--- src/hw/ibus_pkg.sv ---
package ibus_pkg;

    // instruction bus widths
    localparam int addr_w = 32;
    localparam int data_w = 64;

    // one address or one instruction
    typedef logic [addr_w-1:0] word_t;

    // one bus beat, two instructions
    typedef logic [data_w-1:0] dword_t;

    // fetch request toward memory
    typedef struct packed {
        logic  valid;
        word_t addr;
    } ibus_req_t;

    // memory answer
    // data belongs to the request accepted one cycle earlier
    typedef struct packed {
        logic   addr_ok;
        dword_t data;
    } ibus_resp_t;

endpackage
--- src/hw/fetch_pkg.sv ---
package fetch_pkg;

    // boot vector
    localparam ibus_pkg::word_t reset_pc = 32'hBFC0_0000;
    // common exception entrance
    localparam ibus_pkg::word_t exc_entrance = 32'hBFC0_0380;
    // pc step per two-slot packet
    localparam ibus_pkg::word_t fetch_bytes = 32'd8;
    // slot 0 sits one instruction above slot 1
    localparam ibus_pkg::word_t instr_bytes = 32'd4;

    typedef enum logic [1:0] {
        branch,
        exception,
        eret
    } redirect_kind_e;

    // target unused for exception
    typedef struct packed {
        logic            valid;
        redirect_kind_e  kind;
        ibus_pkg::word_t target;
    } redirect_t;

    // entry waiting for its bus word
    typedef struct packed {
        logic            valid;
        ibus_pkg::word_t pc;
        logic            misaligned;
    } fetch1_t;

    typedef struct packed {
        logic            valid;
        ibus_pkg::word_t pc;
        ibus_pkg::word_t instr;
        logic            exc;
    } fetch_slot_t;

    // slot 1 at pc, slot 0 at pc+4
    typedef struct packed {
        fetch_slot_t slot1;
        fetch_slot_t slot0;
    } fetch_packet_t;

endpackage

--- src/hw/fetch_top.sv ---
`timescale 1ns/1ps

module fetch_top (
    input  logic                     clk,
    input  logic                     reset,
    output ibus_pkg::ibus_req_t      ireq,
    input  ibus_pkg::ibus_resp_t     iresp,
    input  fetch_pkg::redirect_t     redirect,
    input  logic                     decode_stall,
    output fetch_pkg::fetch_packet_t packet
);
    import fetch_pkg::*;

    // pc stage to stage 1
    fetch1_t f1_next;
    logic    hold_f2;
    logic    flush;

    // pc, redirects and hazards
    pc_gen pc_gen0 (
        .clk           (clk),
        .reset         (reset),
        .redirect      (redirect),
        .decode_stall  (decode_stall),
        .iresp_addr_ok (iresp.addr_ok),
        .ireq          (ireq),
        .f1_next       (f1_next),
        .hold_f2       (hold_f2),
        .flush         (flush)
    );

    // bus word to two-slot packet
    fetch_align fetch_align0 (
        .clk          (clk),
        .reset        (reset),
        .f1_next      (f1_next),
        .hold_f2      (hold_f2),
        .flush        (flush),
        .decode_stall (decode_stall),
        .iresp_data   (iresp.data),
        .packet       (packet)
    );

endmodule

--- src/hw/fetch_align.sv ---
`timescale 1ns/1ps

module fetch_align (
    input  logic                     clk,
    input  logic                     reset,
    input  fetch_pkg::fetch1_t       f1_next,
    input  logic                     hold_f2,
    input  logic                     flush,
    input  logic                     decode_stall,
    input  ibus_pkg::dword_t         iresp_data,
    output fetch_pkg::fetch_packet_t packet
);
    import ibus_pkg::*;
    import fetch_pkg::*;

    fetch1_t       f1;
    dword_t        word_hold;
    logic          word_held;
    dword_t        word;
    fetch_packet_t packet_next;

    // stage 1 entry
    // flush beats the hold
    always_ff @(posedge clk) begin
        if (reset || flush) begin
            f1.valid <= 1'b0;
        end else if (!hold_f2) begin
            f1 <= f1_next;
        end
    end

    // bus data shows up only once, in the cycle after acceptance
    // grab it on the first held cycle
    always_ff @(posedge clk) begin
        if (hold_f2 && f1.valid && !word_held) begin
            word_hold <= iresp_data;
        end
    end

    always_ff @(posedge clk) begin
        if (reset || flush || !hold_f2) begin
            word_held <= 1'b0;
        end else if (f1.valid) begin
            word_held <= 1'b1;
        end
    end

    // live bus word unless one was parked
    assign word = word_held ? word_hold : iresp_data;

    // split into two slots
    always_comb begin
        packet_next.slot1.valid = f1.valid;
        packet_next.slot1.pc    = f1.pc;
        packet_next.slot1.instr = word[31:0];
        packet_next.slot1.exc   = f1.misaligned;

        packet_next.slot0.valid = f1.valid;
        packet_next.slot0.pc    = f1.pc + instr_bytes;
        packet_next.slot0.instr = word[63:32];
        packet_next.slot0.exc   = 1'b0;

        // a bad pc gives an exception in slot 1 and nothing in slot 0
        if (f1.misaligned) begin
            packet_next.slot1.instr = '0;
            packet_next.slot0.valid = 1'b0;
        end
    end

    // register toward decode
    // held as is under back-pressure
    always_ff @(posedge clk) begin
        if (reset || flush) begin
            packet.slot1.valid <= 1'b0;
            packet.slot0.valid <= 1'b0;
        end else if (!decode_stall) begin
            packet <= packet_next;
        end
    end

endmodule

--- src/hw/pc_gen.sv ---
`timescale 1ns/1ps

module pc_gen (
    input  logic                 clk,
    input  logic                 reset,
    input  fetch_pkg::redirect_t redirect,
    input  logic                 decode_stall,
    input  logic                 iresp_addr_ok,
    output ibus_pkg::ibus_req_t  ireq,
    output fetch_pkg::fetch1_t   f1_next,
    output logic                 hold_f2,
    output logic                 flush
);
    import ibus_pkg::*;
    import fetch_pkg::*;

    word_t     pc;
    logic      misaligned;
    logic      exc_sent;
    logic      stall;
    redirect_t live;
    redirect_t saved;
    redirect_t pending;

    // exception always goes to the fixed entrance
    always_comb begin
        live = redirect;
        if (redirect.kind == exception) begin
            live.target = exc_entrance;
        end
    end

    // newest redirect wins
    // except a branch behind a held exception or eret
    always_comb begin
        pending = saved;
        if (live.valid && !(saved.valid && saved.kind != branch && live.kind == branch)) begin
            pending = live;
        end
    end

    assign misaligned = pc[1:0] != 2'b00;

    // no request for a bad pc, under decode back-pressure,
    // or while the pc is about to be replaced
    assign ireq.valid = !misaligned && !decode_stall && !pending.valid;
    assign ireq.addr  = pc;

    // waiting on decode or on the bus
    assign stall = decode_stall || (ireq.valid && !iresp_addr_ok);

    // first stage only waits on decode
    // a bus wait just leaves a bubble in stage 1
    assign hold_f2 = decode_stall;

    // kill whatever is already in flight
    assign flush = redirect.valid;

    // accepted fetch, or a single exception entry for a bad pc
    assign f1_next.valid = (ireq.valid && iresp_addr_ok)
                         || (misaligned && !exc_sent && !decode_stall && !pending.valid);
    assign f1_next.pc         = pc;
    assign f1_next.misaligned = misaligned;

    // redirect held across a stall
    always_ff @(posedge clk) begin
        if (reset) begin
            saved.valid <= 1'b0;
        end else if (stall) begin
            saved <= pending;
        end else begin
            saved.valid <= 1'b0;
        end
    end

    // pc register
    // a bad pc parks here until some redirect shows up
    always_ff @(posedge clk) begin
        if (reset) begin
            pc <= reset_pc;
        end else if (!stall) begin
            if (pending.valid) begin
                pc <= pending.target;
            end else if (!misaligned) begin
                pc <= pc + fetch_bytes;
            end
        end
    end

    // one exception packet per bad pc
    always_ff @(posedge clk) begin
        if (reset) begin
            exc_sent <= 1'b0;
        end else if (!stall && pending.valid) begin
            exc_sent <= 1'b0;
        end else if (f1_next.valid && misaligned) begin
            exc_sent <= 1'b1;
        end
    end

endmodule

--- config.mk ---
export PLATFORM = sky130hd
export DESIGN_NAME = fetch_top
export DESIGN_NICKNAME = d
export VERILOG_FILES = /design/src/hw/ibus_pkg.sv /design/src/hw/fetch_pkg.sv /design/src/hw/fetch_top.sv /design/src/hw/fetch_align.sv /design/src/hw/pc_gen.sv
export SDC_FILE = /design/constraint.sdc
export NUM_CORES = 1
export LEC_CHECK = 0
export BUFFER_PORTS_ARGS = -buffer_cell sky130_fd_sc_hd__buf_2
export CORE_ASPECT_RATIO = 1.2
export CORE_MARGIN = 4
export CORE_UTILIZATION = 59
export DETAILED_ROUTE_END_ITERATION = 8
export PLACE_DENSITY_LB_ADDON = 0.08
export SYNTH_ARGS = -nofsm -noshare
export SYNTH_HDL_FRONTEND = slang
export SYNTH_HIERARCHICAL = 1
export SYNTH_SLANG_ARGS = --single-unit
--- constraint.sdc ---
create_clock -name clk -period 12.8 [get_ports clk]
set_clock_uncertainty 0.1 [all_clocks]
set_input_delay 1.92 -clock clk [delete_from_list [all_inputs] [get_ports clk]]
set_output_delay 1.92 -clock clk [all_outputs]
set_load 0.02 [all_outputs]
# Yosys cells after proc, flatten, opt, wreduce, memory -nomap -nowiden
# Cells that the tools add are included.
[word_totals]
regBits = 298
latchBits = 0
ram_bits = 0
romBits = 0
input_bits = 103
output_inout_bits = 165
word_cells = 66
memories = 0
[classes]
n_addsub = 2
multipliers = 0
div_mod_pow = 0
order_cmp = 0
eq_ne = 2
n_shift = 0
mux = 6
bitwise_logic = 4
n_reduce_logical = 35
[ops]
columns = ["operator", "n"]
rows = [
  ["two-way mux 32 bit", 3],
  ["two-way mux 64 bit", 1],
  ["two-way mux 35 bit", 1],
  ["adder 32 x 3 -> 32 bit (second input constant)", 1],
  ["adder 32 x 4 -> 32 bit (second input constant)", 1],
  ["logical AND 1 bit", 14],
  ["zero test 1 bit", 8],
  ["AND reduction 2 bit", 3],
  ["logical OR 1 bit", 4],
  ["inverter 1 bit", 4],
  ["nonzero test 2 bit", 2],
  ["OR reduction 2 bit", 2],
  ["AND reduction 3 bit", 1],
  ["== test 2 x 1 -> 1 bit (second input constant)", 1],
  ["zero test 2 bit", 1],
  ["inequality test 2 bit (second input constant)", 1],
  ["two-way mux 1 bit", 1],
]

# Longest topological paths before layout
[depth]
word_depth = 13
depth_mapped = 8
depth_no_buf = 6

# By module
# Netlist, hierarchy kept.
[modules_own_cells]
columns = ["module", "n_inst", "cells_per_inst", "area_each_um2"]
rows = [
  ["fetch_align", 1, 442, 8374.3],
  ["pc_gen", 1, 465, 4021.4],
]

# Worst setup path after synthesis
# No wires, ideal clock.
[synth_timing]
kind = "input-to-reg"
start = "input port redirect[34] in the netlist's numbering"
end = "register fetch_align0/packet[100] (netlist name)"
arrival_time_ns = 7.743
setup_slack_ns = 4.343
path_stages = 4
path_buffers = 2
cell_sequence = "buf_4 > or2_2 > clkbuf_1 > nor2_1"
[synth_between]
elab_chain_len = 3
[synth_rtl]
columns = ["item", "line_no", "source"]
rows = [
  ["from (decl)", "fetch_top.sv:8", "input fetch_pkg::redirect_t redirect,"],
  ["logical OR 1 bit", "fetch_align.sv:73", "if (reset || flush) begin"],
  ["inverter 1 bit (no source line)", "--", ""],
  ["AND reduction 2 bit (no source line)", "--", ""],
]
# No other way between the ends.
# A chain may end at the register's enable or synchronous reset.

==> results by group <==
Outcome
  – Status: completed

Clocking
  – CTS tree: built
  – CTS resizes: 0
  – Clk slew on worst S/H paths: 60 ps
  – Cts-stage hold buffer count: 0
  – Clk_lat worst skew: 540 ps
  – Clk buf depth: 3
  – CTS Buf Count: 30
  – Htree depth: 1
  – Sink Count: 296
  – Clk root buf: clkbuf_16
  – Setup Fix Bufs, Post-CTS: 0

Hold path
  – Worst min-delay path class: reg2reg

Power and ir drop
  – Switching pwr: 476 uW
  – Leak pwr: 0.00558 uW
  – Power share of the combinational group: 7.1%
  – Pwr per Cell Area: 149 nW/um^2
  – Int Pwr: 1720 uW
  – Clock share of power: 42.5%
  – Sequential Power Share: 50.4%
  – Worst ir drop on vdd: 0.123 mV
  – Net Sw Frac: 21.7%

Global route
  – Total congestion overflow: 0
  – Total track usage: 23.2%
  – First-pass GRT wire length: 43.6 mm
  – Largest net degree at the start of global routing: 77
  – Vias in the first global route: 7,643
  – Initial antenna violation count: 0

Drt
  – Vias per Instance: 5.73
  – WL final: 28.2 mm
  – DRC errors left: 0
  – Antenna Violating Nets Remaining: 0
  – Drt wl/cell: 19.8 um
  – Vias: 8,155
  – First drt pass iteration count: 5
  – DRT iter0 DRCs: 833

STA
  – Peak Freq: 0.196 GHz
  – Pins over their slew limit: 0
  – Fin Setup TNS: 0 ps
  – Fin crit share: 39.8%
  – Final Hold Viols: 0
  – Worst-margin pin slew: 1050 ps
  – Slew margin rel.: 30.1%
  – RSZ-0062 raised after global routing: false
  – Minimum clock period after layout: 5100 ps
  – Setup-failing EPs final: 0
  – Final WS setup: 7700 ps

Logic synthesis
  – Yosys reg bits: 296
  – Main flop type after synthesis: edfxtp_1
  – Avg Synthesized Cell Area: 13.7 um^2
  – Unique masters post-synth: 74
  – Share of the synthesized area in the top cell type: 62.5%
  – Mapped Area: 12,400 um^2
  – Synth Net Count: 1,012
  – Yosys warns: 6
  – Synth area leader: edfxtp_1
  – Ys async rst share: 0%
  – Post-synthesis sequential area ratio: 68.6%
  – Post-synth EDFFs: 258
  – Area contributors post-synth: edfxtp_1, dfxtp_1, mux2i_1, mux2_2, buf_4
  – Mapped Cells: 907

Worst setup path
  – Slowest stage cell, crit path: or2_1
  – Setup CP Type: in2out
  – CP Launch Type: primary input
  – CP dominant cell by count: buf_2
  – Required time of the critical path: 10,780 ps
  – CP cell instances: buf_2, or2_1, buf_4, nor3_1, buf_2
  – Crit end category: output pin
  – CP Max Fanout: 26
  – CP max stage delay: 260 ps
  – Worst Path Arrival: 3080 ps

Finish
  – Synthesis-to-finish area growth: 19.0%
  – Area of the multi-input gates: 3340 um^2
  – Fillers: 1,389
  – Layout cells sized above 1: 33.3%
  – Final nets: 1,238
  – # diodes: 0
  – Seq. cell area: 8510 um^2

Floorplan
  – Starting Density: 60.6%
  – Number of I/O pins: 268
  – Core ar.: 20,500 um^2
  – Die Footprint: 23,400 um^2
  – Num rows: 57
  – DIE WIDTH: 140 um
  – Die Height: 167 um

Run
  – Max-Cap Viols: 0

Placement
  – Dpl ws: 7720 ps
  – GPL Wtd Cong: 0.846
  – Detailed Place HPWL: 19.7 mm
  – IO Port Bufs: 266
## per-layer routing
metal  global-route usage, %  vias to the layer above  part of all wire, %
met1                    32.5                     3889                   41
met2                    37.5                      391                   47
met5                       0                        -                    0
met4                    6.45                        0                  2.4
li1                        -                     3822                    -
met3                    4.30                       53                  9.2
## synth_stat cells, types with 5 or more instances
master and count:
nand3_1 25, nor3_1 31, a21oi_1 24, mux2_2 33, o21ai_0 28, nor2_1 73, clkbuf_1 22, xnor2_1 11
buf_2 13, inv_1 21, buf_4 40, nand2b_1 5, o211a_1 5, and4_1 5, and3_1 12, o211ai_1 5
xor2_1 17, nand4_1 15, a31oi_1 11, dfxtp_1 38, edfxtp_1 258, nand2_1 72, mux2i_1 46, or2_2 5
## placed cells by master (no fill, tap or decap), drive strengths merged, types with 21 or more instances in the layout
cell type,count
buf,275
edfxtp,258
nor2,73
nand2,72
mux2i,46
clkbuf,41
dfxtp,38
mux2,33
nor3,31
o21ai,29
nand3,25
a21oi,25
inv,21
## worst paths after layout
kind,from,end,slack (ps),cells after the start
worst max register to register,pc_gen0/saved[34],pc_gen0/pc[10],10040,6
worst min-delay path,fetch_align0/f1[2],fetch_align0/packet[100],320,0
worst max-delay path,redirect[34],ireq[32],7700,5
worst min register to register,fetch_align0/f1[2],fetch_align0/packet[100],320,0
## power groups by stage
stage	sequential [uW]	clock (uW)	combinational, uW
4_1_cts	1110	947	155
2_1_floorplan	1130	0	93.8
5_1_grt	1110	997	169
6_report	1110	932	155
3_5_place_dp	1130	0	154
3_3_place_gp	1130	0	151
## worst max-delay path: cells and delay by family
kind,cells,cell delay (ps)
and+or+nand+nor,2,490
buffers and inverters,3,660
## cell type report
type                       count  share of cell area, %
sequential                   296                   57.7
multi-input combinational    508                   22.6
timing repair buffer         275                   9.48
clock buffer                  41                   6.21
tap                          265                   2.25
clock inverter                15                   1.17
inverter                      22                  0.560
## state kept, by name, indices dropped and copies added (netlist names)
register / cells
pc_gen0/saved: 35
pc_gen0/exc_sent: 1
fetch_align0/word_held: 1
fetch_align0/word_hold: 64
fetch_align0/packet: 129
fetch_align0/f1: 34
pc_gen0/pc: 32
## per-stage QoR
step           instances  hold slack [ps]  total power (uW)  cell area, um^2  utilization, %
5_1_grt             1422              332              2270            14800            72.1
4_1_cts             1422              320              2210            14800            72.1
2_1_floorplan        907              300              1230            12400               -
3_3_place_gp        1366              309              1280            13700            66.8
6_report            1422              318              2190            14800            72.1
3_5_place_dp        1366              305              1280            13700            66.8
## kinds of logic (layout without fill, tap and decap cells)
family          count (synthesis)  count (layout)  synth area share, %
other cells                     1               1               0.0303
fa+ha+maj                       2               2                0.202
simple gates                  279             279                 11.3
flops                         296             296                 68.6
buf+inv                       103             353                 4.67
mux                            79              79                 6.71
compound gates                119             119                 6.51
xor+xnor                       28              28                 1.98
Power figures use the tool's default switching activity.
